`src/design/zxuno_pkg.sv`:
```
package zxuno_pkg;

   typedef logic [7:0] byte_t;
   typedef logic [8:0] line_t;

   // CPU I/O ports of the register bank
   localparam logic [15:0] PORT_ADDR_REG = 16'hFC3B;
   localparam logic [15:0] PORT_DATA_REG = 16'hFD3B;

   // Register indices
   localparam byte_t REG_SCANDBLCTRL = 8'h0B;
   localparam byte_t REG_RASTERLINE  = 8'h0C;
   localparam byte_t REG_RASTERCTRL  = 8'h0D;
   localparam byte_t REG_DEVOPTIONS  = 8'h0E;
   localparam byte_t REG_SCRATCH     = 8'hFE;

   // Reset value of every register, and the floating bus value
   localparam byte_t REG_RST   = 8'h00;
   localparam byte_t BYTE_IDLE = 8'hFF;

   // Raster interrupt pulse
   localparam int INT_CYCLES = 32;
   localparam int INT_CNT_W  = $clog2(INT_CYCLES + 1);

   // I/O cycle FSM encoding
   localparam int ST_W = 2;
   localparam logic [ST_W-1:0] ST_IDLE     = 2'd0;
   localparam logic [ST_W-1:0] ST_STROBE   = 2'd1;
   localparam logic [ST_W-1:0] ST_WAIT_END = 2'd2;

   // Device options, bit 0 is disable_ay
   typedef union packed {
      byte_t raw;
      struct packed {
         logic disable_spisd;
         logic enable_timexmmu;
         logic disable_romsel1f;
         logic disable_romsel7f;
         logic disable_1ffd;
         logic disable_7ffd;
         logic disable_turboay;
         logic disable_ay;
      } f;
   } devopts_u;

   // Scandoubler control
   typedef union packed {
      byte_t raw;
      struct packed {
         logic [1:0] turbo_enable;
         logic       reserved;
         logic [2:0] freq_option;
         logic       scanlines_enable;
         logic       vga_enable;
      } f;
   } scndbl_u;

   // Raster control, bit 7 is read-only
   typedef union packed {
      byte_t raw;
      struct packed {
         logic       in_progress;
         logic [3:0] reserved;
         logic       vretrace_disable;
         logic       raster_enable;
         logic       line_msb;
      } f;
   } rasterctrl_u;

endpackage
```
`src/design/zxuno_reg_if.sv`:
```
`timescale 1ns/1ns

interface zxuno_reg_if;
   import zxuno_pkg::*;

   byte_t zxuno_addr;
   // Level for the whole data port read
   logic  regrd;
   // One clock per data port write
   logic  regwr;
   byte_t wdata;

   modport fsm (
      output zxuno_addr, regrd, regwr, wdata
   );

   modport regs (
      input zxuno_addr, regrd, regwr, wdata
   );

endinterface

```
`src/design/zxuno_ctrl.sv`:
```
`timescale 1ns/1ns

module zxuno_ctrl (
   input  logic             clk,
   input  logic             rst_n,
   input  logic [15:0]      a,
   input  logic             iorq_n,
   input  logic             rd_n,
   input  logic             wr_n,
   input  zxuno_pkg::byte_t din,
   input  logic             line_strobe,
   input  logic             frame_strobe,
   output zxuno_pkg::byte_t dout,
   output logic             oe_n,
   output logic             int_n,
   // Scandoubler control
   output logic             vga_enable,
   output logic             scanlines_enable,
   output logic [2:0]       freq_option,
   output logic [1:0]       turbo_enable,
   // Device enables
   output logic             disable_ay,
   output logic             disable_turboay,
   output logic             disable_7ffd,
   output logic             disable_1ffd,
   output logic             disable_romsel7f,
   output logic             disable_romsel1f,
   output logic             enable_timexmmu,
   output logic             disable_spisd
);
   import zxuno_pkg::*;

   byte_t    addr_dout;
   byte_t    cfg_dout;
   byte_t    raster_dout;
   logic     oe_n_addr;
   logic     oe_n_cfg;
   logic     oe_n_raster;
   devopts_u devopts;
   scndbl_u  scndbl;

   zxuno_reg_if reg_bus ();

   io_cycle_fsm io_cycle_fsm_inst (
      .clk    (clk),
      .rst_n  (rst_n),
      .a      (a),
      .iorq_n (iorq_n),
      .rd_n   (rd_n),
      .wr_n   (wr_n),
      .din    (din),
      .dout   (addr_dout),
      .oe_n   (oe_n_addr),
      .bus    (reg_bus.fsm)
   );

   config_regs config_regs_inst (
      .clk     (clk),
      .rst_n   (rst_n),
      .bus     (reg_bus.regs),
      .dout    (cfg_dout),
      .oe_n    (oe_n_cfg),
      .devopts (devopts),
      .scndbl  (scndbl)
   );

   raster_timer raster_timer_inst (
      .clk          (clk),
      .rst_n        (rst_n),
      .line_strobe  (line_strobe),
      .frame_strobe (frame_strobe),
      .bus          (reg_bus.regs),
      .dout         (raster_dout),
      .oe_n         (oe_n_raster),
      .int_n        (int_n)
   );

   // --------------------------------------------------
   // CPU read data, first enabled source wins
   // --------------------------------------------------
   always_comb begin
      oe_n = 1'b0;
      case (1'b0)
         oe_n_addr:   dout = addr_dout;
         oe_n_cfg:    dout = cfg_dout;
         oe_n_raster: dout = raster_dout;
         default: begin
            dout = BYTE_IDLE;
            oe_n = 1'b1;
         end
      endcase
   end

   // Union fields out to plain ports
   assign vga_enable       = scndbl.f.vga_enable;
   assign scanlines_enable = scndbl.f.scanlines_enable;
   assign freq_option      = scndbl.f.freq_option;
   assign turbo_enable     = scndbl.f.turbo_enable;
   assign disable_ay       = devopts.f.disable_ay;
   assign disable_turboay  = devopts.f.disable_turboay;
   assign disable_7ffd     = devopts.f.disable_7ffd;
   assign disable_1ffd     = devopts.f.disable_1ffd;
   assign disable_romsel7f = devopts.f.disable_romsel7f;
   assign disable_romsel1f = devopts.f.disable_romsel1f;
   assign enable_timexmmu  = devopts.f.enable_timexmmu;
   assign disable_spisd    = devopts.f.disable_spisd;

endmodule

```
`src/design/raster_timer.sv`:
```
`timescale 1ns/1ns

module raster_timer (
   input  logic             clk,
   input  logic             rst_n,
   input  logic             line_strobe,
   input  logic             frame_strobe,
   zxuno_reg_if.regs        bus,
   output zxuno_pkg::byte_t dout,
   output logic             oe_n,
   output logic             int_n
);
   import zxuno_pkg::*;

   byte_t                rline;
   rasterctrl_u          rctrl;
   rasterctrl_u          rctrl_rd;
   line_t                raster_line;
   line_t                line_cnt;
   line_t                line_next;
   logic [INT_CNT_W-1:0] int_cnt;
   logic                 raster_pulse;
   logic                 in_progress;
   logic                 vretrace_hit;
   logic                 raster_hit;

   // --------------------------------------------------
   // Raster registers
   // --------------------------------------------------
   always_ff @(posedge clk or negedge rst_n) begin
      if (!rst_n) begin
         rline     <= REG_RST;
         rctrl.raw <= REG_RST;
      end else if (bus.regwr) begin
         if (bus.zxuno_addr == REG_RASTERLINE) begin
            rline <= bus.wdata;
         end
         // Bit 7 is status only and never stored
         if (bus.zxuno_addr == REG_RASTERCTRL) begin
            rctrl.raw <= {1'b0, bus.wdata[6:0]};
         end
      end
   end

   assign raster_line = {rctrl.f.line_msb, rline};

   // --------------------------------------------------
   // Scanline counter, frame strobe wins
   // --------------------------------------------------
   assign line_next = frame_strobe ? '0 : line_cnt + 1'b1;

   always_ff @(posedge clk or negedge rst_n) begin
      if (!rst_n) begin
         line_cnt <= '0;
      end else if (frame_strobe || line_strobe) begin
         line_cnt <= line_next;
      end
   end

   // Triggers are judged on the value the count is about to take
   assign vretrace_hit = frame_strobe && !rctrl.f.vretrace_disable;
   assign raster_hit   = (frame_strobe || line_strobe) && rctrl.f.raster_enable &&
                         (line_next == raster_line);

   // --------------------------------------------------
   // Interrupt pulse timer
   // --------------------------------------------------
   always_ff @(posedge clk or negedge rst_n) begin
      if (!rst_n) begin
         int_cnt      <= '0;
         raster_pulse <= 1'b0;
      end else if (int_cnt == '0) begin
         if (vretrace_hit || raster_hit) begin
            int_cnt      <= INT_CNT_W'(INT_CYCLES);
            raster_pulse <= raster_hit;
         end
      end else begin
         // New triggers are dropped while the pulse runs
         int_cnt <= int_cnt - 1'b1;
      end
   end

   assign int_n       = (int_cnt == '0);
   assign in_progress = raster_pulse && (int_cnt != '0);

   // Readback with live status bit
   always_comb begin
      rctrl_rd               = rctrl;
      rctrl_rd.f.in_progress = in_progress;
      dout                   = BYTE_IDLE;
      oe_n                   = 1'b1;
      if (bus.regrd && (bus.zxuno_addr == REG_RASTERLINE)) begin
         dout = rline;
         oe_n = 1'b0;
      end else if (bus.regrd && (bus.zxuno_addr == REG_RASTERCTRL)) begin
         dout = rctrl_rd.raw;
         oe_n = 1'b0;
      end
   end

endmodule

```
`src/design/config_regs.sv`:
```
`timescale 1ns/1ns

module config_regs (
   input  logic                clk,
   input  logic                rst_n,
   zxuno_reg_if.regs           bus,
   output zxuno_pkg::byte_t    dout,
   output logic                oe_n,
   output zxuno_pkg::devopts_u devopts,
   output zxuno_pkg::scndbl_u  scndbl
);
   import zxuno_pkg::*;

   byte_t    scratch;
   devopts_u devopts_reg;
   scndbl_u  scndbl_reg;

   // --------------------------------------------------
   // Register writes
   // --------------------------------------------------
   always_ff @(posedge clk or negedge rst_n) begin
      if (!rst_n) begin
         scratch         <= REG_RST;
         devopts_reg.raw <= REG_RST;
         scndbl_reg.raw  <= REG_RST;
      end else if (bus.regwr) begin
         case (bus.zxuno_addr)
            REG_SCRATCH: begin
               scratch <= bus.wdata;
            end
            REG_DEVOPTIONS: begin
               devopts_reg.raw <= bus.wdata;
            end
            REG_SCANDBLCTRL: begin
               scndbl_reg.raw <= bus.wdata;
            end
            default: begin
            end
         endcase
      end
   end

   // --------------------------------------------------
   // Readback
   // --------------------------------------------------
   always_comb begin
      dout = BYTE_IDLE;
      oe_n = 1'b1;
      if (bus.regrd) begin
         case (bus.zxuno_addr)
            REG_SCRATCH: begin
               dout = scratch;
               oe_n = 1'b0;
            end
            REG_DEVOPTIONS: begin
               dout = devopts_reg.raw;
               oe_n = 1'b0;
            end
            REG_SCANDBLCTRL: begin
               dout = scndbl_reg.raw;
               oe_n = 1'b0;
            end
            default: begin
            end
         endcase
      end
   end

   // Decoded fields go straight out
   assign devopts = devopts_reg;
   assign scndbl  = scndbl_reg;

endmodule

```
`src/design/io_cycle_fsm.sv`:
```
`timescale 1ns/1ns

module io_cycle_fsm (
   input  logic             clk,
   input  logic             rst_n,
   input  logic [15:0]      a,
   input  logic             iorq_n,
   input  logic             rd_n,
   input  logic             wr_n,
   input  zxuno_pkg::byte_t din,
   output zxuno_pkg::byte_t dout,
   output logic             oe_n,
   zxuno_reg_if.fsm         bus
);
   import zxuno_pkg::*;

   logic [ST_W-1:0] state;
   byte_t           addr_reg;
   logic            data_wr;
   logic            hit_addr;
   logic            hit_data;
   logic            io_rd;
   logic            io_wr;

   // --------------------------------------------------
   // Port decode
   // --------------------------------------------------
   assign hit_addr = (a == PORT_ADDR_REG);
   assign hit_data = (a == PORT_DATA_REG);
   assign io_rd    = !iorq_n && !rd_n;
   assign io_wr    = !iorq_n && !wr_n;

   // --------------------------------------------------
   // Write cycle FSM
   // --------------------------------------------------
   always_ff @(posedge clk or negedge rst_n) begin
      if (!rst_n) begin
         state    <= ST_IDLE;
         addr_reg <= REG_RST;
         data_wr  <= 1'b0;
      end else begin
         case (state)
            ST_IDLE: begin
               if (io_wr && (hit_addr || hit_data)) begin
                  state   <= ST_STROBE;
                  data_wr <= hit_data;
                  // Address register loads on the edge that sees the write
                  if (hit_addr) begin
                     addr_reg <= din;
                  end
               end
            end
            ST_STROBE: begin
               state <= ST_WAIT_END;
            end
            ST_WAIT_END: begin
               // Hold off until the CPU ends the I/O cycle
               if (iorq_n) begin
                  state <= ST_IDLE;
               end
            end
            default: begin
               state <= ST_IDLE;
            end
         endcase
      end
   end

   // Register bank side
   assign bus.zxuno_addr = addr_reg;
   assign bus.regrd      = io_rd && hit_data;
   assign bus.regwr      = (state == ST_STROBE) && data_wr;
   assign bus.wdata      = din;

   // Address register readback
   assign dout = addr_reg;
   assign oe_n = !(io_rd && hit_addr);

endmodule

```
`config.mk`:
```
export PLATFORM = sky130hd
export DESIGN_NAME = zxuno_ctrl
export DESIGN_NICKNAME = d
export VERILOG_FILES = /design/src/design/zxuno_pkg.sv /design/src/design/zxuno_reg_if.sv /design/src/design/zxuno_ctrl.sv /design/src/design/raster_timer.sv /design/src/design/config_regs.sv /design/src/design/io_cycle_fsm.sv
export SDC_FILE = /design/constraint.sdc
export NUM_CORES = 1
export LEC_CHECK = 0
export ABC_AREA = 1
export BUFFER_PORTS_ARGS = -buffer_cell sky130_fd_sc_hd__buf_2
export CORE_MARGIN = 2
export CORE_UTILIZATION = 55
export CTS_BUF_LIST = sky130_fd_sc_hd__clkbuf_2 sky130_fd_sc_hd__clkbuf_4 sky130_fd_sc_hd__clkbuf_8
export CTS_CLUSTER_SIZE = 8
export DETAILED_ROUTE_END_ITERATION = 7
export PLACE_DENSITY = 0.78
export SKIP_CTS_REPAIR_TIMING = 1
export SKIP_LAST_GASP = 1
export SYNTH_ARGS = -nofsm -noshare
export SYNTH_HDL_FRONTEND = slang
export SYNTH_SLANG_ARGS = --single-unit
```
`constraint.sdc`:
```
create_clock -name clk -period 1.8 [get_ports clk]
set_clock_uncertainty 0.05 [all_clocks]
set_input_delay 0.18 -clock clk [delete_from_list [all_inputs] [get_ports clk]]
set_output_delay 0.18 -clock clk [all_outputs]
set_load 0.005 [all_outputs]
```
==> impl_metrics.yaml <==
global_routing:
  grt-ovfl-total: 0
  grt_pass1_vias: 3256
  grt_max_degree: 40
  grt_pass1_wl_um: 15400
  grt_use_total_pct: 27.3
  antenna_found_initial: 0
layout:
  diodes: 0
  fillers: 469
  largest_reg_flops: 9
  final_nets: 610
  drive_gt1_share_pct: 29.1
  regMostFlops: "raster_timer_inst.line_cnt"
  synthToLayoutAreaGrowth_pct: 29.9
synthesis:
  yosys_warnings: 0
  synth_cells: 476
  async_reset_ff_share_pct: 100
  synth_area_mm2: 0.00354
  synth_cell_types: 29
  ys_ff_latch: 66
  synth_simple_gate_area_share_pct: 31.0
  synth.most_common_cell: "nand2_1"
  synth_compound_area_share_pct: 12.6
  synthMuxAreaShare_pct: 0
  synth-edff-count: 0
  ys.flop_type: "dfrtp_1"
  synth.yosys.seq_area_share_pct: 46.7
  synth_top_family_by_area: "simple AND/OR/NAND/NOR gates"
  syn-mean-instance-area_um2: 7.44
  synth.cells.most_frequent: "nand2_1, dfrtp_1, o21ai_0, inv_1, nand3_1"
  synthAdderAreaFrac_pct: 1.06
  synth_area_leaders: "dfrtp_1, nand2_1, o21ai_0"
  synth_top_area_share_pct: 46.7
  synth_nets: 510
  yosys.area_share.xor_xnor_pct: 0.495
  synth_top_area_cell: "dfrtp_1"
timing:
  slew_violations: 0
  rsz0062_at_grt: "true"
  fin_crit_sh_pct: 129
  finalHoldViolCount: 0
  maxSlewHeadroom_pct: 67.0
  worst_pin_slew_ps: 495
  setup_viol: 10
  fin_crit_ps: 2320
  setup-tns-final_ps: -3890
  layout_setup_ws_ps: -516
  fmax_mhz: 432
routing:
  wl_per_cell_um: 15.7
  vias: 3701
  vias_per_cell: 5.62
  drc_errors: 0
  first_pass_iters: 5
  postRouteAntennaNets: 0
  drt_iter0_drc: 351
  drt_wl_total_um: 10300
min_path:
  hold-path-cell-count: 3
  min_from: "line_strobe"
  hp-class: "in -> reg"
clocking:
  path_clk_slew_ps: 80
  cts_buffer_depth: 2
  cts_root_buf: "clkbuf_8"
  htreeDepth: 3
  cts_buffers: 9
  clock-sinks: 66
  cts_tree: "built"
  insertion_delay_ps: 350
floorplan:
  die-area_mm2: 0.00709
  core_mm2: 0.00628
  initial_core_util_pct: 56.4
  fp.dieW_um: 84.2
  io_pins: 56
  row_count: 29
  die_h_um: 84.2
critical_path:
  path_max_fanout: 9
  cp-startpoint: "io_cycle_fsm_inst.bus.zxuno_addr[3]"
  slowest_delay_ps: 420
  worstPathArrival_ps: 2090
  critPathLaunchType: "flop"
  worst_ep_required_time_ps: 1570
  reg2regPathDepth: 7
  end_kind: "output pin"
  cp.depth: 11
  worst-path-buf-inv: 2
  cp_top_family: "simple AND/OR/NAND/NOR gates"
  critical-path-slowest-cell: "dfrtp_1"
  reg2reg_slack_ps: -10
  crit_chain: "nand2_1 -> nor3_2 -> nand2_4 -> clkinv_4 -> nand2_1 -> nand3_1 -> nor2_1 -> nand2_1 -> o21ai_0 -> nor2_1 -> buf_2"
  timing.rr.start: "io_cycle_fsm_inst.bus.zxuno_addr[3]"
  cp_common_cell: "nand2_1"
  worstSetupPathType: "reg -> out"
place:
  place_congestion: 0.934
  dpl_worst_slack_ps: -72.3
  dpl.hpwl_um: 6700
  io_buffers: 55
outcome:
  status: "finished with violations"
  violations: "setup timing"
power_and_ir_drop:
  p_per_area_mw_per_mm2: 640
  ir_worst_vdd_uv: 618
  p_leak_nw: 2.42
job:
  cap_violations: 0
==> layout make-up <==
class / instances / area (um2) / area share, %
multi-input cells: 343 / 1770 / 38.6
repair buffers: 103 / 663 / 14.4
clock inverters: 6 / 65.1 / 1.42
flip-flops and latches: 66 / 1650 / 36.0
clock buffers: 10 / 138 / 2.99
inverters: 53 / 209 / 4.55
well taps: 77 / 96.3 / 2.10
==> cells by family after synthesis <==
family	after synthesis
compound gates	84
xor+xnor	2
fa+ha+maj	3
buf+inv	68
flops	66
simple gates	253
==> worst paths after layout <==
path                                                      end
worst max register to register     config_regs_inst.scndbl[5]
min in group asynchronous       raster_timer_inst.line_cnt[2]
worst min-delay path            raster_timer_inst.line_cnt[0]
max in group asynchronous       raster_timer_inst.line_cnt[4]
worst min register to register     raster_timer_inst.rctrl[3]
worst max-delay path                                  dout[4]
==> layout by cell type (no fill, tap or decap), types with 7 or more instances in the layout <==
cell	instances
o21ai_0	58
buf_2	54
nand2_1	134
clkbuf_8	10
nand3_1	36
nand4_1	18
dfrtp_1	65
a21oi_1	13
nand3_2	7
buf_4	42
inv_1	44
nor2_1	28
==> where the power goes <==
part / total, mW / switching (mW) / internal, mW
Sequential: 1.49 / 0.00454 / 1.49
Combinational: 0.151 / 0.0976 / 0.0530
Clock: 1.30 / 0.621 / 0.680
Total: 2.94 / 0.723 / 2.22
==> through the flow <==
step	power, mW	cell area, um2	hold slack, ps	cells	util, %
2_1_floorplan	1.56	3540	-166	476	-
3_3_place_gp	1.65	4010	163	619	63.9
3_5_place_dp	1.66	4010	159	619	63.9
4_1_cts	2.92	4220	-214	635	67.2
5_1_grt	3.04	4600	39.5	658	73.2
6_report	2.94	4600	30.7	658	73.2
==> per-layer routing <==
layer / part of all wire (%) / track usage [%] / vias to the layer above
met2: 49 / 43.1 / 167
met5: 0 / 0 / -
met1: 41 / 37.9 / 1740
li1: - / - / 1758
met4: 3.4 / 10.9 / 0
met3: 6.2 / 4.62 / 36
==> worst min-delay path, stage by stage <==
cell and delay (ps):
buf_2 110, nand2_1 50, o21ai_0 60
No activity file was read; power rests on OpenSTA's default activity.
